==> src/design/rv32i_pkg.sv <==
package rv32i_pkg;

  localparam int XLEN    = 32;
  localparam int REG_AW  = 5;
  localparam int PC_STEP = 4;

  // Major opcodes
  localparam logic [6:0] OP_R       = 7'b0110011;
  localparam logic [6:0] OP_I_ARITH = 7'b0010011;
  localparam logic [6:0] OP_LOAD    = 7'b0000011;
  localparam logic [6:0] OP_STORE   = 7'b0100011;
  localparam logic [6:0] OP_BRANCH  = 7'b1100011;
  localparam logic [6:0] OP_JAL     = 7'b1101111;

  // Branch conditions
  localparam logic [2:0] F3_BEQ = 3'b000;
  localparam logic [2:0] F3_BNE = 3'b001;
  localparam logic [2:0] F3_BLT = 3'b100;
  localparam logic [2:0] F3_BGE = 3'b101;

  // Arithmetic funct3, shared by register and immediate forms
  localparam logic [2:0] F3_ADD = 3'b000;
  localparam logic [2:0] F3_SLL = 3'b001;
  localparam logic [2:0] F3_XOR = 3'b100;
  localparam logic [2:0] F3_OR  = 3'b110;
  localparam logic [2:0] F3_AND = 3'b111;
  localparam logic [6:0] F7_SUB = 7'b0100000;

  typedef enum logic [2:0] {
    ALU_ADD,
    ALU_SUB,
    ALU_AND,
    ALU_OR,
    ALU_XOR,
    ALU_SLL
  } alu_op_t;

  typedef enum logic [1:0] {
    FWD_NONE,
    FWD_EX_MEM,
    FWD_MEM_WB
  } fwd_sel_t;

  typedef struct packed {
    logic [6:0]        funct7;
    logic [REG_AW-1:0] rs2;
    logic [REG_AW-1:0] rs1;
    logic [2:0]        funct3;
    logic [REG_AW-1:0] rd;
    logic [6:0]        opcode;
  } r_fmt_t;

  typedef struct packed {
    logic [11:0]       imm_11_0;
    logic [REG_AW-1:0] rs1;
    logic [2:0]        funct3;
    logic [REG_AW-1:0] rd;
    logic [6:0]        opcode;
  } i_fmt_t;

  typedef struct packed {
    logic [6:0]        imm_11_5;
    logic [REG_AW-1:0] rs2;
    logic [REG_AW-1:0] rs1;
    logic [2:0]        funct3;
    logic [4:0]        imm_4_0;
    logic [6:0]        opcode;
  } s_fmt_t;

  typedef struct packed {
    logic              imm_12;
    logic [5:0]        imm_10_5;
    logic [REG_AW-1:0] rs2;
    logic [REG_AW-1:0] rs1;
    logic [2:0]        funct3;
    logic [3:0]        imm_4_1;
    logic              imm_11;
    logic [6:0]        opcode;
  } b_fmt_t;

  typedef struct packed {
    logic              imm_20;
    logic [9:0]        imm_10_1;
    logic              imm_11;
    logic [7:0]        imm_19_12;
    logic [REG_AW-1:0] rd;
    logic [6:0]        opcode;
  } j_fmt_t;

  // One instruction word, five field layouts
  typedef union packed {
    r_fmt_t r_fmt;
    i_fmt_t i_fmt;
    s_fmt_t s_fmt;
    b_fmt_t b_fmt;
    j_fmt_t j_fmt;
  } inst_u;

  typedef struct packed {
    logic reg_write;
    logic mem_to_reg;
    logic mem_write;
    logic alu_imm;    // Operand B from imm
    logic store_imm;  // S-type immediate layout
    logic branch;
    logic jal;
  } ctrl_t;

  typedef struct packed {
    logic [XLEN-1:0]   pc;
    ctrl_t             ctrl;
    alu_op_t           alu_op;
    logic [2:0]        funct3;
    logic [REG_AW-1:0] rs1;
    logic [REG_AW-1:0] rs2;
    logic [REG_AW-1:0] rd;
    logic [XLEN-1:0]   rs1_data;
    logic [XLEN-1:0]   rs2_data;
    logic [XLEN-1:0]   imm;
  } id_ex_t;

  typedef struct packed {
    logic [XLEN-1:0]   pc;
    ctrl_t             ctrl;
    logic [REG_AW-1:0] rd;
    logic [XLEN-1:0]   alu_out;
    logic [XLEN-1:0]   store_data;
  } ex_mem_t;

  typedef struct packed {
    logic [XLEN-1:0]   pc;
    ctrl_t             ctrl;
    logic [REG_AW-1:0] rd;
    logic [XLEN-1:0]   alu_out;
    logic [XLEN-1:0]   load_data;
  } mem_wb_t;

endpackage

==> src/design/rv32i_hazard_unit.sv <==
module rv32i_hazard_unit import rv32i_pkg::*; (
  input  logic [REG_AW-1:0] i_rs1,
  input  logic [REG_AW-1:0] i_rs2,
  input  id_ex_t            i_id_ex,
  input  logic [REG_AW-1:0] i_ex_mem_rd,
  input  logic [REG_AW-1:0] i_mem_wb_rd,
  input  logic              i_ex_mem_wr,
  input  logic              i_mem_wb_wr,
  input  logic              i_redirect,
  output logic              o_stall,
  output logic              o_flush,
  output fwd_sel_t          o_fwd_a,
  output fwd_sel_t          o_fwd_b
);

  logic load_in_ex;

  // Youngest producer has priority
  function automatic fwd_sel_t pick(input logic [REG_AW-1:0] src);
    if (i_ex_mem_wr && i_ex_mem_rd != '0 && i_ex_mem_rd == src)
      return FWD_EX_MEM;
    if (i_mem_wb_wr && i_mem_wb_rd != '0 && i_mem_wb_rd == src)
      return FWD_MEM_WB;
    return FWD_NONE;
  endfunction

  assign load_in_ex = i_id_ex.ctrl.mem_to_reg && (i_id_ex.rd != '0);
  assign o_stall    = load_in_ex && (i_id_ex.rd == i_rs1 || i_id_ex.rd == i_rs2);
  assign o_flush    = i_redirect;

  always_comb
  begin
    o_fwd_a = pick(i_id_ex.rs1);
    o_fwd_b = pick(i_id_ex.rs2);
  end

  always_comb
  begin
    // A load and a redirect never sit in execute together
    assert (!(o_stall && o_flush))
      else $error("stall and flush raised in the same cycle");
  end

endmodule

==> config.mk <==
export PLATFORM = sky130hd
export DESIGN_NAME = rv32i_hazard_unit
export DESIGN_NICKNAME = d
export VERILOG_FILES = /design/src/design/rv32i_pkg.sv /design/src/design/rv32i_hazard_unit.sv
export SDC_FILE = /design/constraint.sdc
export NUM_CORES = 1
export LEC_CHECK = 0
export BUFFER_PORTS_ARGS = -buffer_cell sky130_fd_sc_hd__buf_2
export CORE_AREA = 3 3 71 73
export DETAILED_ROUTE_END_ITERATION = 16
export DIE_AREA = 0 0 74 76
export SETUP_SLACK_MARGIN = 0.2
export SLEW_MARGIN = 20
export SYNTH_ARGS = -nofsm -noshare
export SYNTH_HDL_FRONTEND = slang
export SYNTH_SLANG_ARGS = --single-unit
==> constraint.sdc <==
create_clock -name vclk -period 1.07
set_input_delay 0.0535 -clock vclk [all_inputs]
set_output_delay 0.0535 -clock vclk [all_outputs]
set_load 0.02 [all_outputs]
# ---- Word-level counts from Yosys, hierarchy flattened
# Index checks and enable logic that the tools add are counted.
dict set report classes {
  eq_ne 6
  muxes 14
  reduce_logical 12
}
# cell count
set op_table {}
lappend op_table {{equality test 5 bit} 6}
lappend op_table {{2-to-1 mux 2 bit} 8}
lappend op_table {{nonzero test 5 bit} 3}
lappend op_table {{logical AND 1 bit} 8}
lappend op_table {{2-to-1 mux 1 bit} 6}
lappend op_table {{logical OR 1 bit} 1}
dict set report totals {
  register_bits 0
  in_bits 179
  output_inout_bits 6
  elab_cells 32
}

# ---- Logic depth before layout (Yosys ltp)
dict set report logic_depth {
  word_depth 7
  mapped_depth 4
  ltp_nobuf 4
}

# ---- Least setup slack after synthesis
# OpenSTA, ideal clock, no wires.
dict set report synth_timing {
  kind {input to output}
  start {input port i_ex_mem_rd[1]}
  end {output port o_fwd_a[1]}
  arrival_time_ns 1.402
  required_time_ns 1.016
  slack_ns -0.385
  cell_stages 4
  n_path_buf 0
  path_cell_list {or4_1 -> o21ai_2 -> nor4_1 -> nor4_2}
}
dict set report synth_between {
  elab_chain_cells 5
}
# item line
set synth_rtl {}
lappend synth_rtl {{start: declaration} rv32i_hazard_unit.sv:5} ;# input logic [REG_AW-1:0] i_ex_mem_rd,
lappend synth_rtl {{nonzero test 5 bit} rv32i_hazard_unit.sv:20} ;# if (i_ex_mem_wr && i_ex_mem_rd != '0 && i_ex_mem_rd == src)
lappend synth_rtl {{logical AND 1 bit} rv32i_hazard_unit.sv:20}
lappend synth_rtl {{logical AND 1 bit (*)} rv32i_hazard_unit.sv:20}
lappend synth_rtl {{2-to-1 mux 1 bit (*)} rv32i_hazard_unit.sv:20}
lappend synth_rtl {{2-to-1 mux 2 bit (*)} rv32i_hazard_unit.sv:22} ;# if (i_mem_wb_wr && i_mem_wb_rd != '0 && i_mem_wb_rd == src)
lappend synth_rtl {{end: declaration} rv32i_hazard_unit.sv:12} ;# output fwd_sel_t o_fwd_a,
# Mark *: on every way between the ends. The rest lies on a longest branch, timed or not.

# ---- Final worst setup path
dict set report layout_timing {
  start {input port i_mem_wb_rd[3]}
  end {output port o_fwd_a[1]}
}
dict set report layout_between {
  elab_chain_cells 7
}
# item line
set layout_rtl {}
lappend layout_rtl {{start: declaration} rv32i_hazard_unit.sv:6} ;# input logic [REG_AW-1:0] i_mem_wb_rd,
lappend layout_rtl {{nonzero test 5 bit} rv32i_hazard_unit.sv:22}
lappend layout_rtl {{logical AND 1 bit} rv32i_hazard_unit.sv:22}
lappend layout_rtl {{logical AND 1 bit (*)} rv32i_hazard_unit.sv:22}
lappend layout_rtl {{2-to-1 mux 1 bit (2 in a row)} rv32i_hazard_unit.sv:22}
lappend layout_rtl {{2-to-1 mux 2 bit (*)} rv32i_hazard_unit.sv:24} ;# return FWD_NONE;
lappend layout_rtl {{2-to-1 mux 2 bit (*)} rv32i_hazard_unit.sv:22}
# Mark *: on every way between the ends. The rest lies on a longest branch, timed or not. The select of a mux whose other input is x is not followed.

==> impl_metrics.csv <==
group,metric,value,unit
sta,min_period_over_period,130,%
sta,setup_viol,4,
logic_synthesis,synth-xor-area-share,65.8,%
finish,postLayoutCoreUtil,21.6,%
run_status,violations,"negative setup slack",
setup_path,critPathArrivalTime,1340,ps
logic_synthesis,synthAdderAreaFrac,0,%
logic_synthesis,yosysTopAreaCellShare,43.9,%
setup_path,crit_path_frequent_cell,"buf_4",
floorplanning,ios,185,
setup_path,cp-startpoint,"i_mem_wb_rd[3]",
grt,grt_max_degree,4,
run,drv_cap,0,
setup_path,crit_slowest_cell,"or4_4",
setup_path,path_cells,"buf_4 -> xor2_1 -> or4_4 -> nor4_4 -> buf_4",
floorplanning,fp.dieH,76,um
finish,seq_cells,0,
setup_path,crit_type,"in -> out",
routing,via_per_inst,3.53,
logic_synthesis,synth-simple-area-share,26.3,%
routing,wirelength,1870,um
pwr,p_leak,0.425,nW
grt,grt-ovfl-total,0,
finish,final_area,952,sq um
floorplanning,fp.dieW,74,um
clock_tree,ctsHoldBuffers,0,
hold_path,hold_path.class,"in -> out",
pwr,peakVddDrop,0.0947,mV
pwr,p_per_area,355,nW/um^2
floorplanning,die_area,5620,sq um
finish,drive_gt1_share,65.5,%
placement,dpl.hpwl,1640,um
setup_path,path_buf_inv,2,
floorplanning,start_util,9.04,%
setup_path,end_kind,"output port",
logic_synthesis,synth_area_leaders,"xor2_1 44%, xnor2_1 22%, or4_1 9.4%",
sta,fin_ws,-322,ps
sta,rsz0062_at_grt,"true",
floorplanning,core,4410,sq um
finish,n_fill_cell,485,
finish,layout.nets,294,
finish,regArea,0,sq um
logic_synthesis,syn_nets,229,
routing,drt_iter0_drc,13,
routing,wire_per_inst,11.3,um
placement,gp_congestion,0.788,
sta,hold_viol,0,
hold_path,min_from,"i_redirect",
sta,relSlewSlack,77.8,%
sta,holdWs,107,ps
sta,drv_slew,0,
grt,grt_pass1_wl,2910,um
logic_synthesis,synth_common_cells,"20 x xor2_1, 10 x xnor2_1, 5 x or4_1",
logic_synthesis,netlist_area,399,sq um
routing,drt-pass1-iter-count,2,
run_status,outcome,"finished with violations",
finish,insertedDiodeCount,0,
sta,min_period,1390,ps
grt,grt_pass1_vias,624,
placement,port_buffers,43,
grt,antenna_found_initial,1,
setup_path,start_kind,"input port",
logic_synthesis,synthMuxAreaShare,0,%
logic_synthesis,ys.warnings.count,0,
logic_synthesis,post-synth-top-count-cell,"xor2_1",
logic_synthesis,synth-compound-area-share,5.96,%
finish,fin_cells,165,
routing,postRouteAntennaNets,0,
grt,track_usage,6.38,%
placement,place_inst,164,
setup_path,cp_top_family,"simple AND/OR/NAND/NOR gates",
routing,drc_errors,0,
setup_path,critPathRequiredTime,1020,ps
sta,worst_pin_slew,331,ps
logic_synthesis,avgSynthCellArea,7.98,sq um
logic_synthesis,synth_top_family_by_area,"XOR/XNOR gates",
logic_synthesis,synthCells,50,
placement,placed_cell_area,860,sq um
logic_synthesis,synth_top_cell_by_area,"xor2_1",
finish,clockBufferCount,0,
sta,fmax,719,MHz
routing,dr_total_vias,582,
floorplanning,row_count,24,
finish,areaGrowthSynthToFinish,139,%
setup_path,slowest_delay,540,ps
logic_synthesis,synth_cell_types,12,
setup_path,path_max_fanout,3,
logic_synthesis,yosysSeqAreaShare,0,%
## layout by cell type (no fill, tap or decap)
cell and n:
buf_2 34, buf_4 23, xor2_1 20, xnor2_1 10, buf_6 7, nand3_1 4, nor4_4 4, or4_4 3
nor3_1 2, or4_1 2, o21ai_2 1, a21oi_2 1, o21ai_4 1, o21ai_1 1
## where the power goes
group,internal [mW],leakage (nW),switching [mW]
logic,0.187,0.425,0.151
clock network,0,0,0
registers,0,0,0
total,0.187,0.425,0.151
## worst paths after layout
kind                endpoint  slack [ps]  cells past startpoint
setup / recovery  o_fwd_a[1]        -320                      5
hold / removal       o_flush         110                      0
## stage by stage
step	power [mW]	TNS, ps	worst slack (ps)
floorplan	0.131	-260	-130
global placement	0.301	-1280	-360
detailed placement	0.304	-1300	-356
CTS	0.327	-1170	-339
global route	0.372	-1320	-360
finish	0.338	-1120	-322
## area by class of cell
cell class	count	area, sq um	area share, %
timing repair buffer	64	422	44.3
multi-input combinational	49	465	48.9
tap	52	65.1	6.83
## cell families (layout without fill, tap and decap cells)
family	count (synthesis)	after routing
buffers and inverters	1	64
AOI/OAI and AO/OA	4	4
xor gates and xnor gates	30	30
and+or+nand+nor	15	15
## repair_timing
item / in CTS / in global routing
pin swaps: 2 / 7
endpoints found under the setup margin: 5 / 5
gates resized for setup: 13 / 7
buffers inserted: 0 / 1
## layer usage
layer / vias up / routed length (um) / global-route usage [%]
met5: - / 20 / 0
met3: 2 / 290 / 3.17
met2: 29 / 846 / 10.8
met1: 245 / 703 / 7.64
met4: 2 / 4 / 0
li1: 304 / - / -
Note: power is estimated with default switching activity, not from simulation.
