$ cat src/design/rv32i_pkg.sv
package rv32i_pkg;

  localparam int XLEN    = 32;
  localparam int REG_AW  = 5;
  localparam int PC_STEP = 4;

  // Major opcodes
  localparam logic [6:0] OP_R       = 7'b0110011;
  localparam logic [6:0] OP_I_ARITH = 7'b0010011;
  localparam logic [6:0] OP_LOAD    = 7'b0000011;
  localparam logic [6:0] OP_STORE   = 7'b0100011;
  localparam logic [6:0] OP_BRANCH  = 7'b1100011;
  localparam logic [6:0] OP_JAL     = 7'b1101111;

  // Branch conditions
  localparam logic [2:0] F3_BEQ = 3'b000;
  localparam logic [2:0] F3_BNE = 3'b001;
  localparam logic [2:0] F3_BLT = 3'b100;
  localparam logic [2:0] F3_BGE = 3'b101;

  // Arithmetic funct3, shared by register and immediate forms
  localparam logic [2:0] F3_ADD = 3'b000;
  localparam logic [2:0] F3_SLL = 3'b001;
  localparam logic [2:0] F3_XOR = 3'b100;
  localparam logic [2:0] F3_OR  = 3'b110;
  localparam logic [2:0] F3_AND = 3'b111;
  localparam logic [6:0] F7_SUB = 7'b0100000;

  typedef enum logic [2:0] {
    ALU_ADD,
    ALU_SUB,
    ALU_AND,
    ALU_OR,
    ALU_XOR,
    ALU_SLL
  } alu_op_t;

  typedef enum logic [1:0] {
    FWD_NONE,
    FWD_EX_MEM,
    FWD_MEM_WB
  } fwd_sel_t;

  typedef struct packed {
    logic [6:0]        funct7;
    logic [REG_AW-1:0] rs2;
    logic [REG_AW-1:0] rs1;
    logic [2:0]        funct3;
    logic [REG_AW-1:0] rd;
    logic [6:0]        opcode;
  } r_fmt_t;

  typedef struct packed {
    logic [11:0]       imm_11_0;
    logic [REG_AW-1:0] rs1;
    logic [2:0]        funct3;
    logic [REG_AW-1:0] rd;
    logic [6:0]        opcode;
  } i_fmt_t;

  typedef struct packed {
    logic [6:0]        imm_11_5;
    logic [REG_AW-1:0] rs2;
    logic [REG_AW-1:0] rs1;
    logic [2:0]        funct3;
    logic [4:0]        imm_4_0;
    logic [6:0]        opcode;
  } s_fmt_t;

  typedef struct packed {
    logic              imm_12;
    logic [5:0]        imm_10_5;
    logic [REG_AW-1:0] rs2;
    logic [REG_AW-1:0] rs1;
    logic [2:0]        funct3;
    logic [3:0]        imm_4_1;
    logic              imm_11;
    logic [6:0]        opcode;
  } b_fmt_t;

  typedef struct packed {
    logic              imm_20;
    logic [9:0]        imm_10_1;
    logic              imm_11;
    logic [7:0]        imm_19_12;
    logic [REG_AW-1:0] rd;
    logic [6:0]        opcode;
  } j_fmt_t;

  // One instruction word, five field layouts
  typedef union packed {
    r_fmt_t r_fmt;
    i_fmt_t i_fmt;
    s_fmt_t s_fmt;
    b_fmt_t b_fmt;
    j_fmt_t j_fmt;
  } inst_u;

  typedef struct packed {
    logic reg_write;
    logic mem_to_reg;
    logic mem_write;
    logic alu_imm;    // Operand B from imm
    logic store_imm;  // S-type immediate layout
    logic branch;
    logic jal;
  } ctrl_t;

  typedef struct packed {
    logic [XLEN-1:0]   pc;
    ctrl_t             ctrl;
    alu_op_t           alu_op;
    logic [2:0]        funct3;
    logic [REG_AW-1:0] rs1;
    logic [REG_AW-1:0] rs2;
    logic [REG_AW-1:0] rd;
    logic [XLEN-1:0]   rs1_data;
    logic [XLEN-1:0]   rs2_data;
    logic [XLEN-1:0]   imm;
  } id_ex_t;

  typedef struct packed {
    logic [XLEN-1:0]   pc;
    ctrl_t             ctrl;
    logic [REG_AW-1:0] rd;
    logic [XLEN-1:0]   alu_out;
    logic [XLEN-1:0]   store_data;
  } ex_mem_t;

  typedef struct packed {
    logic [XLEN-1:0]   pc;
    ctrl_t             ctrl;
    logic [REG_AW-1:0] rd;
    logic [XLEN-1:0]   alu_out;
    logic [XLEN-1:0]   load_data;
  } mem_wb_t;

endpackage

$ cat src/design/rv32i_alu.sv
module rv32i_alu import rv32i_pkg::*; (
  input  logic [XLEN-1:0] i_a,
  input  logic [XLEN-1:0] i_b,
  input  alu_op_t         i_op,
  output logic [XLEN-1:0] o_result,
  output logic            o_zero,
  output logic            o_less
);

  logic [XLEN-1:0] diff;
  logic            ovf;

  assign diff = i_a - i_b;
  // Signed overflow of a - b
  assign ovf  = (i_a[XLEN-1] != i_b[XLEN-1]) && (diff[XLEN-1] != i_a[XLEN-1]);

  always_comb
  begin
    case (i_op)
      ALU_SUB: o_result = diff;
      ALU_AND: o_result = i_a & i_b;
      ALU_OR:  o_result = i_a | i_b;
      ALU_XOR: o_result = i_a ^ i_b;
      ALU_SLL: o_result = i_a << i_b[$clog2(XLEN)-1:0];
      default: o_result = i_a + i_b;
    endcase
  end

  assign o_zero = (o_result == '0);
  assign o_less = diff[XLEN-1] ^ ovf;  // Sign corrected for overflow

endmodule

$ cat config.mk
export PLATFORM = sky130hd
export DESIGN_NAME = rv32i_alu
export DESIGN_NICKNAME = d
export VERILOG_FILES = /design/src/design/rv32i_pkg.sv /design/src/design/rv32i_alu.sv
export SDC_FILE = /design/constraint.sdc
export NUM_CORES = 1
export LEC_CHECK = 0
export BUFFER_PORTS_ARGS = -buffer_cell sky130_fd_sc_hd__buf_2
export CAP_MARGIN = 40
export CORE_AREA = 3 3 98 147
export DETAILED_ROUTE_END_ITERATION = 6
export DIE_AREA = 0 0 101 150
export PLACE_DENSITY = 0.78
export REMOVE_ABC_BUFFERS = 1
export SLEW_MARGIN = 20
export SYNTH_ARGS = -nofsm -noshare
export SYNTH_HDL_FRONTEND = slang
export SYNTH_SLANG_ARGS = --single-unit
$ cat constraint.sdc
create_clock -name vclk -period 11.6
set_clock_uncertainty 0.15 [all_clocks]
set_input_delay 1.16 -clock vclk [all_inputs]
set_output_delay 1.16 -clock vclk [all_outputs]
set_load 0.01 [all_outputs]
# After elaboration in Yosys (flattened, before gate mapping)
# Index checks and enable logic that the tools add are counted.
classes:
  n_addsub: 2
  eq_ne: 7
  shift: 1
  n_mux: 1
  n_bitwise: 4
  n_reduce_logical: 2
ops:
  columns: ["op", "count"]
  rows:
  - ["32-bit one-hot mux with 5 select lines", 1]
  - ["32-bit adder", 1]
  - ["32-bit AND", 1]
  - ["32-bit logical NOT", 1]
  - ["32-bit bitwise OR", 1]
  - ["32-bit by 5-bit << shifter with 32-bit output", 1]
  - ["32-bit subtractor", 1]
  - ["32-bit XOR", 1]
  - ["3-bit by 2-bit == test with 1-bit output, second input constant", 2]
  - ["3-bit == test, second input constant", 2]
  - ["3-bit by 1-bit == test with 1-bit output, second input constant", 1]
  - ["1-bit != test", 2]
  - ["1-bit logical AND", 1]
  - ["1-bit XOR", 1]
totals:
  register_bits: 0
  input_bits: 67
  output_inout_bits: 34
  wordCells: 17

# Depth between registers and ports, before layout
# Gate-level depths: netlist of run 1.
depth:
  depth_word: 4
  mapped_depth: 24
  depth_no_buf: 20

# Worst setup path after synthesis of run 1
# OpenSTA, ideal clock, no wires.
synth_path:
  kind: "input port to output port"
  from: "in i_b[2]"
  to: "out o_zero"
  t_arrival_ps: 6878
  t_required_ps: 10290
  slack_ps: 3412
  path_stages: 24
  path_buffers: 4
  cell_sequence: "clkbuf_1 -> inv_1 -> clkbuf_8 -> clkbuf_1 -> ha_1 -> buf_2 -> nor2b_1 -> a2111o_1 -> a211oi_2 -> o211ai_1 -> o211ai_1 -> o311a_1 -> o21ba_2 -> nor2_1 -> nor2_1 -> nor2_1 -> o21bai_1 -> fa_1 -> a22oi_1 -> o22ai_1 -> or4b_2 -> or3_2 -> or4b_1 -> nor4_2"
synth_between:
  elab_chain_len: 3
  elab_cells_between_ends: 8
  cone_classes: "add/sub: 2; shift: 1; mux: 1; bitwise: 3; reduce/logical: 1"
synth_lines:
  columns: ["item", "line", "text"]
  rows:
  - ["from (decl)", "rv32i_alu.sv:3", "input logic [XLEN-1:0] i_b,"]
  - ["32-bit adder (tied with other cells)", "rv32i_alu.sv:25", "default: o_result = i_a + i_b;"]
  - ["32-bit one-hot mux with 5 select lines *", "rv32i_alu.sv:19", "case (i_op)"]
  - ["via o_result[31]", "rv32i_alu.sv:5", "output logic [XLEN-1:0] o_result,"]
  - ["32-bit logical NOT *", "rv32i_alu.sv:29", "assign o_zero = (o_result == '0);"]
  - ["to (decl)", "rv32i_alu.sv:6", "output logic o_zero,"]
# Mark *: on every way through the listed nets, which the timed path passes. The rest lies on a longest branch.

# Worst setup path in the final report of run 1
layout_path:
  from: "in i_b[1]"
  to: "out o_zero"
layout_between:
  elab_chain_len: 3
  elab_cells_between_ends: 8
  cone_classes: "add/sub: 2; shift: 1; mux: 1; bitwise: 3; reduce/logical: 1"
layout_lines:
  columns: ["item", "line"]
  rows:
  - ["32-bit adder (tied with other cells)", "rv32i_alu.sv:25"]
  - ["32-bit one-hot mux with 5 select lines *", "rv32i_alu.sv:19"]
  - ["32-bit logical NOT *", "rv32i_alu.sv:29"]
# Every way passes the cells marked *; elsewhere a longest branch is shown, timed or not.

==> metrics.cfg, run 1 <==
[run_status]
outcome=finished, final reports clean

[yosys]
synth-seq-area-share_pct=0
syn_area_per_cell_um2=6.88
yosysWarningCount=0
synthTopCellsByArea=ha_1 (15%), a21oi_1 (7.2%), nor2_1 (5.2%)
synth_top_area_cell=ha_1
syn_area_um2=7880
synth_top_area_share_pct=15.2
ys_types=108
syn_inst=1145

[sta]
grt_setup_unrepaired=no
timing.final.crit_share_pct=78.2
finalSetupViolCount=0
hold_viol=0
maxSlewViolCount=0
slew-limit-headroom_pct=43.5
max_freq_mhz=110
min_period_ns=9.07
finalSetupTns_ns=0
worst_pin_slew_ns=0.839

[clock_tree]
cts_resized=0
post_cts_buffers=0
ctsHoldBuffers=0

[critical_path]
endpoint_kind=output pin
worst_setup_path_start_kind=input port
worst-path-max-fanout=55
crit_type=input port to output pin
worstPathArrival_ns=7.76
cp.required_ns=10.29

[pwr]
report.power.total_uw=461
power-per-cell-area_nw_per_um2=56.3
vdd_drop_max_uv=35.9
p_leak_nw=3.68

[drt]
met1_length_mm=11.5
met3RoutedLength_mm=2.85
drc_errors=0
ant_nets=0
avgViaCountPerCell=7.16
wirelength_mm=32.8
vias=9614
top_layer_used=met5
wl_per_cell_um=24.4
drtIter0Drc=997
dr.pass1.iters=5
wl_met2_mm=15.3

[hold_path]
min_path_cells=4
min-delay-start=i_b[31]
whs_endpoint=o_less
hp-class=input port to output pin

[global_routing]
grt_use_total_pct=41.4
grt-ovfl-total=0
antenna_found_initial=1
grt_first_pass_wirelength_mm=49.0
grt_max_degree=56
grt_pass1_vias=8705

[die]
rows=52
dieArea_um2=15200
boundaryPins=101
fp.dieW_um=101
coreArea_um2=13400
die_y_um=150
start_util_pct=58.8

[place]
gp_congestion=1.10
port_buffers=101
dp.cells=1341
place.detailed.hpwl_mm=25.7

[final_layout]
num-fill-cells=1360
design.seq.count=0
stdcell_count=1342
multiInputGateArea_um2=6990
insertedDiodeCount=0
seq_area_um2=0
finalNetCount=1348
drive_gt1_share_pct=16.5
area_delta_synth_final_pct=4.02
nClkBuffers=0

[run]
cap_violations=0

-- cells in the mapped netlist, types with 16 or more instances --
master      n
inv_1     101
nor2_1    110
nor3_1     32
o211ai_1   22
a21oi_1   113
a211oi_1   19
nand2_1    94
nor2b_1    21
ha_1       96
buf_2      18
o21ai_0    73
clkbuf_1   33
o22ai_1    16
mux2i_1    38
-- cell usage in the layout, fill, tap and decap left out, drive strengths merged, types with 14 or more instances in the layout --
| cell type | n |
|---|---|
| a21oi | 114 |
| buf | 113 |
| nor2 | 110 |
| inv | 104 |
| ha | 96 |
| nand2 | 94 |
| o21ai | 77 |
| mux2i | 40 |
| nor3 | 32 |
| o211ai | 22 |
| a211oi | 22 |
| nor2b | 21 |
| mux2 | 18 |
| o22ai | 16 |
| o31ai | 14 |
| nand3 | 14 |
| o21a | 14 |
| o221ai | 14 |
-- report_power, final --
part / leakage, nW / switching [mW] / total (mW) / internal (mW)
Sequential: 0 / 0 / 0 / 0
Combinational: 3.68 / 0.293 / 0.461 / 0.168
Clock: 0 / 0 / 0 / 0
Total: 3.68 / 0.293 / 0.461 / 0.168
-- final cells by class --
class / count / share of cell area (%)
inverters: 104 / 4.76
multi-input cells: 962 / 85.3
well taps: 162 / 2.47
repair buffers: 114 / 7.42
-- per-layer routing --
| metal | global-route usage [%] | vias to the layer above |
|---|---|---|
| li1 | - | 4358 |
| met1 | 48.3 | 4397 |
| met2 | 69.1 | 670 |
| met3 | 4.10 | 187 |
| met4 | 30.6 | 2 |
| met5 | 0 | - |
-- how the worst max path moves through the flow --
stage,end,start,depth (start not counted)
final,o_zero,i_b[1],23
after global routing,o_zero,i_b[1],23
after CTS,o_zero,i_b[1],23
after detailed placement,o_zero,i_b[1],23
after global placement,o_zero,i_b[1],23
after floorplan,o_zero,i_b[2],20
-- cells by family after synthesis --
logic type	count (synthesis)	synth area share, %
AO/OA/AOI/OAI	423	37.1
AND/OR/NAND/NOR	358	22.4
buffers and inverters	183	11.4
adder cells (fa/ha/maj)	99	16.0
multiplexers	71	11.9
XOR/XNOR	11	1.22
-- critical path, cell delays in order --
cell      delay [ns]
buf_2           0.08
buf_4           0.58
inv_1           0.30
ha_1            0.40
o21ba_2         0.22
a2111o_1        0.52
a211oi_2        0.44
o211ai_1        0.24
o211ai_1        0.15
o311a_1         0.29
o21ba_2         0.19
nor2_1          0.04
nor2_1          0.08
nor2_1          0.05
o21bai_1        0.16
fa_1            0.43
a22oi_1         0.18
o22ai_1         0.11
or4b_2          0.69
or3_2           0.47
or4b_1          0.56
nor4_2          0.23
buf_2           0.17
-- metrics by stage --
| stage | util, % | hold slack [ns] | cell area, um^2 | worst slack, ns |
|---|---|---|---|---|
| floorplan | - | 2.32 | 7370 | 3.78 |
| global placement | 61.0 | 2.66 | 8180 | 2.76 |
| detailed placement | 61.0 | 2.64 | 8180 | 2.58 |
| CTS | 61.0 | 2.65 | 8180 | 2.58 |
| global route | 61.1 | 2.68 | 8190 | 2.25 |
| finish | 61.1 | 2.65 | 8190 | 2.53 |
No activity file was read; power rests on OpenSTA's default activity.
==> run 2, diff against run 1 <==
CORE_AREA = 3 3 101 152   (was 3 3 98 147)
DIE_AREA = 0 0 104 155   (was 0 0 101 150)
PLACE_DENSITY = 0.76   (was 0.78)
clock period = 8.1 ns   (was 11.6 ns; I/O delays follow)
==> run 2 against run 1 <==
Compared with the run above: sequential cell count unchanged; wire length up 1.9%; global-route usage down 2.3 points; sequential share of layout area unchanged; via count up 2.0%; clock-buffer cell count unchanged; hold slack worse by 0.72 ns; combinational power up 45%; critical path type unchanged; largest cell class unchanged.
==> metrics.cfg, run 2 (synthesis results as in run 1) <==
[sta]
holdWs_ns=1.93
slew-limit-headroom_pct=46.3
min_period_ns=7.49
finalSetupViolCount=0
max_freq_mhz=134
maxSlewViolCount=0
timing.final.crit_share_pct=92.4
hold_viol=0
worst_pin_slew_ns=0.802
finalSetupTns_ns=0
grt_setup_unrepaired=no

[die]
fp.dieW_um=104
rows=53
die_y_um=155
coreArea_um2=14100
start_util_pct=56.0
boundaryPins=101
dieArea_um2=16100

[drt]
vias=9803
drtIter0Drc=1043
dr.pass1.iters=7
avgViaCountPerCell=7.09
wl_per_cell_um=24.2
wirelength_mm=33.4
drc_errors=0
ant_nets=0

[pwr]
swShare_pct=63.6
p_int_uw=244
p_leak_nw=3.72
report.power.total_uw=669
vdd_drop_max_uv=46.0
clockPowerShare_pct=0
power_frac_comb_pct=100.0
power-per-cell-area_nw_per_um2=80.5
pwr-share-seq_pct=0
p_sw_uw=425

[final_layout]
insertedDiodeCount=0
drive_gt1_share_pct=17.3
finish.utilization_pct=59.1
nClkBuffers=0
area_delta_synth_final_pct=5.43
num-fill-cells=1455
finalNetCount=1359
design.seq.count=0
seq_area_um2=0
multiInputGateArea_um2=6990
final_common_cell=a21oi_1
most-common-layout-cells=a21oi_1 (113), nor2_1 (110), inv_1 (101), buf_2 (101), ha_1 (96)

[place]
place.detailed.hpwl_mm=26.0
port_buffers=101
gp_congestion=1.07

[global_routing]
grt_pass1_vias=9036
antenna_found_initial=1
grt_use_total_pct=39.1
grt_first_pass_wirelength_mm=51.1
grt_max_degree=55
grt-ovfl-total=0

[critical_path]
crit_type=input port to output pin
worst-path-max-fanout=8
worstPathArrival_ns=6.53
cp.required_ns=7.14
worst_setup_path_start_kind=input port
endpoint_kind=output pin

[clock_tree]
cts_resized=0
ctsHoldBuffers=0
post_cts_buffers=0

[run]
cap_violations=0

[hold_path]
hp-class=input port to output pin

[run_status]
outcome=finished, final reports clean

run 2: cell count changes in the layout (fill, tap and decap cells not counted), sizes merged:
cell          change
buf              +12
dlymetal6s2s      -1
run 2: worst paths after layout:
check / startpoint / to / slack (ns) / cells past startpoint
min: i_b[31] / o_less / 1.93 / 4
max: i_a[4] / o_zero / 0.61 / 23
run 2: power groups by stage:
stage	clock network (mW)	registers (mW)	logic [mW]
floorplan	0	0	0.409
global placement	0	0	0.640
CTS	0	0	0.646
global route	0	0	0.712
detailed placement	0	0	0.643
finish	0	0	0.669
run 2: area by class of cell:
type / instances / share of cell area, %
inverter: 104 / 4.70
multi-input combinational: 962 / 84.2
timing repair buffer: 125 / 8.21
tap: 192 / 2.89
run 2: per-stage QoR:
stage / instance area [um^2] / worst slack, ns / instances
after floorplan: 7370 / 0.983 / 1066
after global placement: 8300 / 0.803 / 1382
after detailed placement: 8310 / 0.681 / 1383
after CTS: 8310 / 0.675 / 1383
after global routing: 8310 / 0.317 / 1383
final: 8310 / 0.615 / 1383
run 2: layer usage:
layer / global-route usage, % / share of wire, % / up-vias / wire length, um
met2: 67.2 / 46 / 722 / 15400
met5: 0 / 0.051 / - / 17
met1: 44.4 / 35 / 4478 / 11700
met3: 5.27 / 9.2 / 235 / 3080
met4: 28.1 / 9.7 / 2 / 3240
li1: - / - / 4366 / -
run 2: critical path: stages:
cell	delay (ns)
buf_2	0.16
inv_1	0.06
ha_1	0.46
inv_1	0.16
a2111oi_2	0.54
a211oi_2	0.13
buf_4	0.18
o211ai_1	0.27
o211ai_1	0.17
o311a_1	0.20
o21ba_2	0.24
nor2_1	0.09
nor2_1	0.04
nor2_1	0.10
o21bai_1	0.08
fa_1	0.43
a22oi_1	0.19
o22ai_1	0.10
or4b_2	0.68
or3_2	0.48
or4b_1	0.55
nor4_2	0.21
buf_2	0.16
