### src/design/rv32i_pkg.sv
package rv32i_pkg;

  localparam int XLEN    = 32;
  localparam int REG_AW  = 5;
  localparam int PC_STEP = 4;

  // Major opcodes
  localparam logic [6:0] OP_R       = 7'b0110011;
  localparam logic [6:0] OP_I_ARITH = 7'b0010011;
  localparam logic [6:0] OP_LOAD    = 7'b0000011;
  localparam logic [6:0] OP_STORE   = 7'b0100011;
  localparam logic [6:0] OP_BRANCH  = 7'b1100011;
  localparam logic [6:0] OP_JAL     = 7'b1101111;

  // Branch conditions
  localparam logic [2:0] F3_BEQ = 3'b000;
  localparam logic [2:0] F3_BNE = 3'b001;
  localparam logic [2:0] F3_BLT = 3'b100;
  localparam logic [2:0] F3_BGE = 3'b101;

  // Arithmetic funct3, shared by register and immediate forms
  localparam logic [2:0] F3_ADD = 3'b000;
  localparam logic [2:0] F3_SLL = 3'b001;
  localparam logic [2:0] F3_XOR = 3'b100;
  localparam logic [2:0] F3_OR  = 3'b110;
  localparam logic [2:0] F3_AND = 3'b111;
  localparam logic [6:0] F7_SUB = 7'b0100000;

  typedef enum logic [2:0] {
    ALU_ADD,
    ALU_SUB,
    ALU_AND,
    ALU_OR,
    ALU_XOR,
    ALU_SLL
  } alu_op_t;

  typedef enum logic [1:0] {
    FWD_NONE,
    FWD_EX_MEM,
    FWD_MEM_WB
  } fwd_sel_t;

  typedef struct packed {
    logic [6:0]        funct7;
    logic [REG_AW-1:0] rs2;
    logic [REG_AW-1:0] rs1;
    logic [2:0]        funct3;
    logic [REG_AW-1:0] rd;
    logic [6:0]        opcode;
  } r_fmt_t;

  typedef struct packed {
    logic [11:0]       imm_11_0;
    logic [REG_AW-1:0] rs1;
    logic [2:0]        funct3;
    logic [REG_AW-1:0] rd;
    logic [6:0]        opcode;
  } i_fmt_t;

  typedef struct packed {
    logic [6:0]        imm_11_5;
    logic [REG_AW-1:0] rs2;
    logic [REG_AW-1:0] rs1;
    logic [2:0]        funct3;
    logic [4:0]        imm_4_0;
    logic [6:0]        opcode;
  } s_fmt_t;

  typedef struct packed {
    logic              imm_12;
    logic [5:0]        imm_10_5;
    logic [REG_AW-1:0] rs2;
    logic [REG_AW-1:0] rs1;
    logic [2:0]        funct3;
    logic [3:0]        imm_4_1;
    logic              imm_11;
    logic [6:0]        opcode;
  } b_fmt_t;

  typedef struct packed {
    logic              imm_20;
    logic [9:0]        imm_10_1;
    logic              imm_11;
    logic [7:0]        imm_19_12;
    logic [REG_AW-1:0] rd;
    logic [6:0]        opcode;
  } j_fmt_t;

  // One instruction word, five field layouts
  typedef union packed {
    r_fmt_t r_fmt;
    i_fmt_t i_fmt;
    s_fmt_t s_fmt;
    b_fmt_t b_fmt;
    j_fmt_t j_fmt;
  } inst_u;

  typedef struct packed {
    logic reg_write;
    logic mem_to_reg;
    logic mem_write;
    logic alu_imm;    // Operand B from imm
    logic store_imm;  // S-type immediate layout
    logic branch;
    logic jal;
  } ctrl_t;

  typedef struct packed {
    logic [XLEN-1:0]   pc;
    ctrl_t             ctrl;
    alu_op_t           alu_op;
    logic [2:0]        funct3;
    logic [REG_AW-1:0] rs1;
    logic [REG_AW-1:0] rs2;
    logic [REG_AW-1:0] rd;
    logic [XLEN-1:0]   rs1_data;
    logic [XLEN-1:0]   rs2_data;
    logic [XLEN-1:0]   imm;
  } id_ex_t;

  typedef struct packed {
    logic [XLEN-1:0]   pc;
    ctrl_t             ctrl;
    logic [REG_AW-1:0] rd;
    logic [XLEN-1:0]   alu_out;
    logic [XLEN-1:0]   store_data;
  } ex_mem_t;

  typedef struct packed {
    logic [XLEN-1:0]   pc;
    ctrl_t             ctrl;
    logic [REG_AW-1:0] rd;
    logic [XLEN-1:0]   alu_out;
    logic [XLEN-1:0]   load_data;
  } mem_wb_t;

endpackage

### src/design/rv32i_decoder.sv
module rv32i_decoder import rv32i_pkg::*; (
  input  inst_u   i_inst,
  output ctrl_t   o_ctrl,
  output alu_op_t o_alu_op
);

  always_comb
  begin
    o_ctrl = '0;
    case (i_inst.r_fmt.opcode)
      OP_R: o_ctrl.reg_write = 1'b1;
      OP_I_ARITH:
      begin
        o_ctrl.reg_write = 1'b1;
        o_ctrl.alu_imm   = 1'b1;
      end
      OP_LOAD:
      begin
        o_ctrl.reg_write  = 1'b1;
        o_ctrl.mem_to_reg = 1'b1;
        o_ctrl.alu_imm    = 1'b1;  // Address is rs1 + imm
      end
      OP_STORE:
      begin
        o_ctrl.mem_write = 1'b1;
        o_ctrl.alu_imm   = 1'b1;
        o_ctrl.store_imm = 1'b1;
      end
      OP_BRANCH: o_ctrl.branch = 1'b1;
      OP_JAL:
      begin
        o_ctrl.reg_write = 1'b1;  // Link register
        o_ctrl.jal       = 1'b1;
      end
      default: o_ctrl = '0;
    endcase
  end

  always_comb
  begin
    o_alu_op = ALU_ADD;
    if (i_inst.r_fmt.opcode == OP_R || i_inst.r_fmt.opcode == OP_I_ARITH)
    begin
      case (i_inst.r_fmt.funct3)
        // funct7 only means subtract in the register form
        F3_ADD: o_alu_op = (i_inst.r_fmt.opcode == OP_R && i_inst.r_fmt.funct7[5]) ?
                           ALU_SUB : ALU_ADD;
        F3_SLL: o_alu_op = ALU_SLL;
        F3_XOR: o_alu_op = ALU_XOR;
        F3_OR:  o_alu_op = ALU_OR;
        F3_AND: o_alu_op = ALU_AND;
        default: o_alu_op = ALU_ADD;
      endcase
    end
    else if (i_inst.r_fmt.opcode == OP_BRANCH)
      o_alu_op = ALU_SUB;  // Compare by subtraction
  end

  // Only add/sub encodings of funct7 are supported
  always_comb
  begin
    if (i_inst.r_fmt.opcode == OP_R)
      assert (i_inst.r_fmt.funct7 == 7'b0 || i_inst.r_fmt.funct7 == F7_SUB)
        else $error("unsupported funct7 %b on R-type", i_inst.r_fmt.funct7);
  end

endmodule

### config.mk
export PLATFORM = sky130hd
export DESIGN_NAME = rv32i_decoder
export DESIGN_NICKNAME = d
export VERILOG_FILES = /design/src/design/rv32i_pkg.sv /design/src/design/rv32i_decoder.sv
export SDC_FILE = /design/constraint.sdc
export NUM_CORES = 1
export LEC_CHECK = 0
export BUFFER_PORTS_ARGS = -buffer_cell sky130_fd_sc_hd__buf_2
export CAP_MARGIN = 40
export CELL_PAD_IN_SITES_DETAIL_PLACEMENT = 1
export CELL_PAD_IN_SITES_GLOBAL_PLACEMENT = 1
export CORE_MARGIN = 2
export CORE_UTILIZATION = 10
export DETAILED_ROUTE_END_ITERATION = 8
export PLACE_DENSITY = 0.95
export SETUP_SLACK_MARGIN = 0.3
export SYNTH_ARGS = -nofsm -noshare
export SYNTH_HDL_FRONTEND = slang
export SYNTH_SLANG_ARGS = --single-unit
### constraint.sdc
create_clock -name vclk -period 1.47
set_input_delay 0.294 -clock vclk [all_inputs]
set_output_delay 0.294 -clock vclk [all_outputs]
set_load 0.02 [all_outputs]
# After elaboration in Yosys (flattened, before gate mapping)

Index checks and enable logic that the tools add are counted.

Equal/unequal tests: 10
Mux-type cells: 10
Reductions and logical operators: 5

Operator list:

| kind                 | count |
|---|---|
| $pmux W3 S5          | 1 |
| $eq A7 B6 Y1 const B | 2 |
| $eq A7 B7 Y1 const B | 2 |
| $eq A3 B3 Y1 const B | 3 |
| $mux W1              | 8 |
| $eq A7 B2 Y1 const B | 1 |
| $eq A7 B5 Y1 const B | 1 |
| $reduce_or A4 Y1     | 1 |
| $eq A3 B1 Y1 const B | 1 |
| $logic_not A3 Y1     | 1 |
| $mux W3              | 1 |
| $reduce_or A3 Y1     | 1 |
| $logic_and A1 B1 Y1  | 1 |
| $logic_or A1 B1 Y1   | 1 |

Bits in registers: 0
Bits of input ports: 32
Output and inout bits: 10

# Logic depth before layout (Yosys ltp)

Gate-level depths: netlist (run 1).

Word-level depth: 5
Mapped depth: 4
Depth with buffers taken out: 3

# Worst setup path after synthesis (run 1)

Ideal clock, no wire load.

Path kind: in2out
Start point: input port i_inst[2] (netlist name)
End point: output port o_ctrl[4] (netlist name)
Arrival: 1.429 ns
Data required time: 1.176 ns
Slack: -0.253 ns
Stages: 3
Path through: or4_4 > nor2b_1 > buf_4

RTL lines:

| element            | line               | text |
|---|---|---|
| start: declaration | rv32i_decoder.sv:2 | `input inst_u i_inst,` |
| end: declaration   | rv32i_decoder.sv:3 | `output ctrl_t o_ctrl,` |

# Final worst setup path (run 1)

Start point: input port i_inst[1] (netlist name)
End point: output port o_alu_op[2]

Cells in the longest elaborated chain, start to end: 3
Elaborated cells between the ends (all ways): 4
Those cells by class: 2 x eq/ne; 1 x mux; 1 x reduce/logical

RTL lines:

| element                                             | line                | text |
|---|---|---|
| $eq A7 B6 Y1 / $eq A7 B5 Y1 (equally long branches) | rv32i_decoder.sv:42 | `if (i_inst.r_fmt.opcode == OP_R \|\| i_inst.r_fmt.opcode == OP_I_ARITH)` |
| $logic_or A1 B1 Y1 *                                | rv32i_decoder.sv:42 |  |
| $mux W3 *                                           | rv32i_decoder.sv:42 |  |
| end: declaration                                    | rv32i_decoder.sv:4  | `output alu_op_t o_alu_op` |

Every way passes the cells marked *; elsewhere a longest branch is shown, timed or not.

==> key figures, run 1 <==
Run status
  – Run status: complete, but fails checks
  – Failing checks: setup timing

Logic synthesis
  – Post-Syn Nets: 55
  – Synth Area per Inst: approximately 6 um2
  – Share of the yosys chip area belonging to registers: 0%
  – Synth warnings: 0
  – Cells after synthesis: 23
  – Synth Cell Area: approximately 140 um2
  – Number of different library cells in the post-synthesis netlist: 14
  – Area share of the largest cell type after synthesis: 11.1%
  – Post-synthesis cell type with the largest combined area: sky130_fd_sc_hd__a21oi_1
  – Main area contributors after synthesis: sky130_fd_sc_hd__a21oi_1 11%, sky130_fd_sc_hd__or4_1 11%, sky130_fd_sc_hd__nor2b_1 9.3%

Routing
  – Post-detailed-route count of antenna-violating nets: 0
  – Total via count after detailed routing: roughly 300
  – Average vias per placed instance: ~4.5
  – Drt total wl: a little under 900 um
  – Drt first-iter violations: 5
  – DRC viols: 0
  – Routed wirelength normalized by instance count: between 10 and 15 um
  – Number of detailed-route iterations in the first pass: 4

Clock network
  – Cts-stage hold buffer count: 0

Worst setup path
  – Worst EP arrival: 1.35 ns
  – Critical Path Source Type: input pin
  – Setup CP Type: in -> out
  – Worst-path maximum fanout: 5
  – CP Capture Type: output port
  – Setup crit start: i_inst[1]
  – CP required: between 1 and 1.5 ns

Layout
  – Total number of nets in the final design: 85
  – Count of clock-net buffers in the final layout: 0
  – Diodes inserted: 0
  – Utilization after layout: 42.3%
  – Reg area: 0 um2
  – Number of sequential cells in the layout: 0
  – Final std cell area, no fill: ~540 um2
  – Non-filler cells in the finished layout: 66
  – Signed area change from the synthesized netlist to the final layout: 302%
  – Proportion of layout cells with a drive suffix above 1: 86.3%

Power
  – Maximum vdd ir drop: approximately 85 uV
  – Total design power: 0.107 mW
  – Reported leakage power: about 0.22 nW
  – P per Cell Area: a little under 200 nW/um2

Floorplanning
  – Initial core utilization: 10.5%
  – Horiz. Die Dim: ~41 um
  – Die Y: roughly 41 um
  – Floorplan Core Area: 1280 um2
  – Count of standard-cell rows: 13
  – IO Count: between 40 and 50
  – Die area: 1660 um2

Place
  – Post-detailed-placement half-perimeter wirelength: ~650 um
  – Total placed cells including tap cells: between 60 and 70
  – Worst slack at placement: -0.231 ns
  – Instance area after placement: 390 um2
  – Global placement routability congestion: between 0.7 and 0.8
  – Port Buffers: 21

STA
  – Slew headroom: 83.5%
  – Fin crit share: 112%
  – Unrepaired setup endpoints after global routing: true
  – Minimum setup slack in the final design: -0.171 ns
  – Actual slew at the worst max-slew pin: between 0.2 and 0.25 ns
  – Fin Setup TNS: -0.931 ns
  – Tmin final: between 1.5 and 2 ns
  – Final Slew Violations: 0
  – Smallest hold slack: roughly 0.96 ns
  – F_max: just over 600 MHz
  – Final Hold Vio Count: 0
  – Count of endpoints failing setup in the final report: 8

Global route
  – Pin count of the biggest net entering global routing: 7
  – GR Util met1: a little under an eighth
  – Global-route wire length before repair: ~1.3 mm
  – Global-route usage over all layers: 10.9%
  – Total gr overflow: 0
  – Met2 layer usage reported by global route: around a quarter
  – Initial antenna violation count: 0
  – Via count of the first global-routing pass: slightly below 300
  – Busiest layer in global routing: met2
  – Met3 usage in global routing: around 1.1%

Worst hold path
  – Path class of the lowest-slack min-delay path: in -> out
  – Number of cells on the worst hold path: 4
  – Hold Crit Start: i_inst[3]

Flow run
  – Number of max-capacitance violations reported: 0
## final cells by class
type / instances / area [um2]
fill: 148 / 742
tap: 15 / 18.8
timing repair buffer: 29 / 284
multi-input combinational: 22 / 240
## kinds of logic after synthesis
logic type,synth area share (%)
buf+inv,5.56
simple gates,72.2
xor+xnor,6.48
compound gates,15.7
## synth_stat cells
cell type	count
sky130_fd_sc_hd__or4_1	2
sky130_fd_sc_hd__nand2b_1	1
sky130_fd_sc_hd__nand3_1	1
sky130_fd_sc_hd__a31oi_1	1
sky130_fd_sc_hd__or4_4	1
sky130_fd_sc_hd__nor3_1	2
sky130_fd_sc_hd__nor2_1	3
sky130_fd_sc_hd__a21oi_1	3
sky130_fd_sc_hd__nand2_1	2
sky130_fd_sc_hd__xnor2_1	1
sky130_fd_sc_hd__buf_4	1
sky130_fd_sc_hd__nand4_1	1
sky130_fd_sc_hd__nor2b_1	2
sky130_fd_sc_hd__or3_1	2
## worst max-delay path: stages
cell                      delay (ns)
sky130_fd_sc_hd__buf_8          0.08
sky130_fd_sc_hd__nand2_8        0.05
sky130_fd_sc_hd__or4_4          0.58
sky130_fd_sc_hd__nor3_4         0.20
sky130_fd_sc_hd__buf_6          0.14
## metal layers
| layer | wire [um] | vias up |
|---|---|---|
| met5 | 0 | - |
| met4 | 0 | 0 |
| met3 | 46 | 0 |
| met2 | 553 | 12 |
| met1 | 278 | 143 |
| li1 | - | 144 |
## path summary, 6_finish.rpt
kind	to	slack, ns
setup / recovery	o_alu_op[2]	-0.17
hold / removal	o_ctrl[6]	0.96
## placed cells by master (no fill, tap or decap), drive strengths merged, types with 2 or more instances in the layout
cell type  Yosys  routed
nor2           3       3
buf            1      29
or4            3       3
nor3           2       2
or3            2       2
a21oi          3       3
nand2          2       2
nor2b          2       2
## where the power goes
group | switching (mW) | total (mW) | internal, mW | leakage [nW]
Combinational | 0.0443 | 0.107 | 0.0624 | 0.221
Sequential | 0 | 0 | 0 | 0
Clock | 0 | 0 | 0 | 0
## what timing repair did
action,4_1_cts,5_1_grt
gates resized for setup,31,7
buffers inserted,1,1
pin swaps,6,5
gates cloned,0,0
endpoints found under the setup margin,10,10
Note: power is estimated with default switching activity, not from simulation.
==> run 2, diff against run 1 <==
--- a/config.mk
+++ b/config.mk
@@ -14,5 +14,5 @@
 export DETAILED_ROUTE_END_ITERATION = 8
 export PLACE_DENSITY = 0.95
-export SETUP_SLACK_MARGIN = 0.3
+export SETUP_SLACK_MARGIN = 0.05
 export SYNTH_ARGS = -nofsm -noshare
 export SYNTH_HDL_FRONTEND = slang
==> constraint.sdc (replaced) <==
create_clock -name vclk -period 1.47
set_input_delay 0.294 -clock vclk [all_inputs]
set_output_delay 0.294 -clock vclk [all_outputs]
set_load 0.005 [all_outputs]
==> run 2 against run 1 <==
Against the previous run:
- the flow still finishes with violations (setup timing)
- design area down 36%
- non-clock buffer count shrank 5
- clock-buffer cell count is the same
- critical path type unchanged
- critical path depth is the same
- first-iteration DRC count shrank 80%
- routed wire length decreased by 15%
- total power shrank 39%
- flip-flop and latch count unchanged
- utilization shrank 15 points
==> key figures, run 2 (synthesis results as in run 1) <==
Run status
  – Run status: complete, but fails checks
  – Failing checks: setup timing

Power
  – Maximum vdd ir drop: about 32 uV
  – Reported leakage power: ~0.16 nW
  – P per Cell Area: 188 nW/um2
  – Total design power: about 0.065 mW

Routing
  – Average vias per placed instance: between 4 and 5
  – Post-detailed-route count of antenna-violating nets: 0
  – DRC viols: 0
  – Number of detailed-route iterations in the first pass: 2
  – Drt first-iter violations: 1
  – Drt total wl: 745 um
  – Routed wirelength normalized by instance count: 12.2 um
  – Total via count after detailed routing: approximately 270

Worst hold path
  – Number of cells on the worst hold path: 3
  – Path class of the lowest-slack min-delay path: in -> out

Worst setup path
  – Worst-path maximum fanout: 2
  – Worst EP arrival: 1.34 ns
  – Critical Path Source Type: input pin
  – CP Capture Type: output port
  – CP required: 1.18 ns
  – Setup CP Type: in -> out

Layout
  – Diodes inserted: 0
  – Number of sequential cells in the layout: 0
  – Signed area change from the synthesized netlist to the final layout: 156%
  – Reg area: 0 um2
  – Most used cells in the layout excluding fill and tap cells: 16 x sky130_fd_sc_hd__buf_2, 4 x sky130_fd_sc_hd__buf_4, 3 x sky130_fd_sc_hd__buf_6
  – Proportion of layout cells with a drive suffix above 1: about three quarters
  – Commonest non-fill, non-tap cell in the layout: sky130_fd_sc_hd__buf_2
  – Total number of nets in the final design: 80
  – Final std cell area, no fill: 347 um2
  – Count of clock-net buffers in the final layout: 0
  – Utilization after layout: around 27%

Place
  – Worst slack at placement: -0.223 ns
  – Global placement routability congestion: 0.418
  – Port Buffers: 21
  – Instance area after placement: ~280 um2

Global route
  – Initial antenna violation count: 0
  – GR Util met1: slightly below 5%
  – Global-route wire length before repair: ~860 um
  – Via count of the first global-routing pass: 237
  – Pin count of the biggest net entering global routing: 7
  – Met3 usage in global routing: 0%
  – Busiest layer in global routing: met2
  – Global-route usage over all layers: ~7.3%
  – Met2 layer usage reported by global route: about a fifth
  – Total gr overflow: 0

Floorplanning
  – IO Count: 42
  – Floorplan Core Area: 1280 um2
  – Die Y: 40.8 um
  – Initial core utilization: 10.5%
  – Horiz. Die Dim: slightly above 40 um
  – Count of standard-cell rows: 13
  – Die area: approximately 1700 um2

STA
  – F_max: between 600 and 700 MHz
  – Slew headroom: 87.5%
  – Final Hold Vio Count: 0
  – Tmin final: between 1.5 and 2 ns
  – Minimum setup slack in the final design: -0.168 ns
  – Unrepaired setup endpoints after global routing: true
  – Count of endpoints failing setup in the final report: 8
  – Actual slew at the worst max-slew pin: 0.186 ns
  – Final Slew Violations: 0
  – Fin Setup TNS: -0.674 ns
  – Fin crit share: 111%

Flow run
  – Number of max-capacitance violations reported: 0

Clock network
  – Post-CTS setup buffer count: 0
  – Cts-stage hold buffer count: 0
## run 2: cell types whose count changed in the layout (fill, tap and decap cells not counted), sizes merged
cell / change
buf: -5
## run 2: per-stage QoR
stage                     cells  hold slack [ns]
after floorplan              23            0.622
after global placement       61            0.853
after detailed placement     61            0.860
after CTS                    61            0.878
after global routing         61            0.838
final                        61            0.818
## run 2: what timing repair did
item	in CTS	in global routing
cloned	0	0
gates resized for setup	10	6
setup endpoints to repair	8	8
pin swaps	4	1
## run 2: cell type report
class | count | area (um2)
Fill cell | 169 | 938
Multi-Input combinational cell | 22 | 169
Timing Repair Buffer | 24 | 159
Tap cell | 15 | 18.8
## run 2: path summary, 6_finish.rpt
kind / slack, ns / endpoint / startpoint
max: -0.17 / o_alu_op[0] / i_inst[13]
min: 0.82 / o_ctrl[5] / i_inst[5]
## run 2: critical path: stages
cell and delay (ns):
sky130_fd_sc_hd__buf_6 0.09, sky130_fd_sc_hd__nand2b_4 0.12, sky130_fd_sc_hd__or4_1 0.46, sky130_fd_sc_hd__a31oi_1 0.22
sky130_fd_sc_hd__buf_2 0.15
## run 2: routing by layer
| metal | wire length (um) | part of all wire, % | vias to the layer above |
|---|---|---|---|
| met5 | 0 | 0 | - |
| met4 | 0 | 0 | 0 |
| met3 | 45 | 6.0 | 0 |
| met2 | 448 | 60 | 13 |
| met1 | 251 | 34 | 127 |
| li1 | - | - | 132 |
## run 2: where the power goes
part	switching (mW)	internal (mW)
sequential	0	0
clock	0	0
combinational	0.0282	0.0371
total	0.0282	0.0371
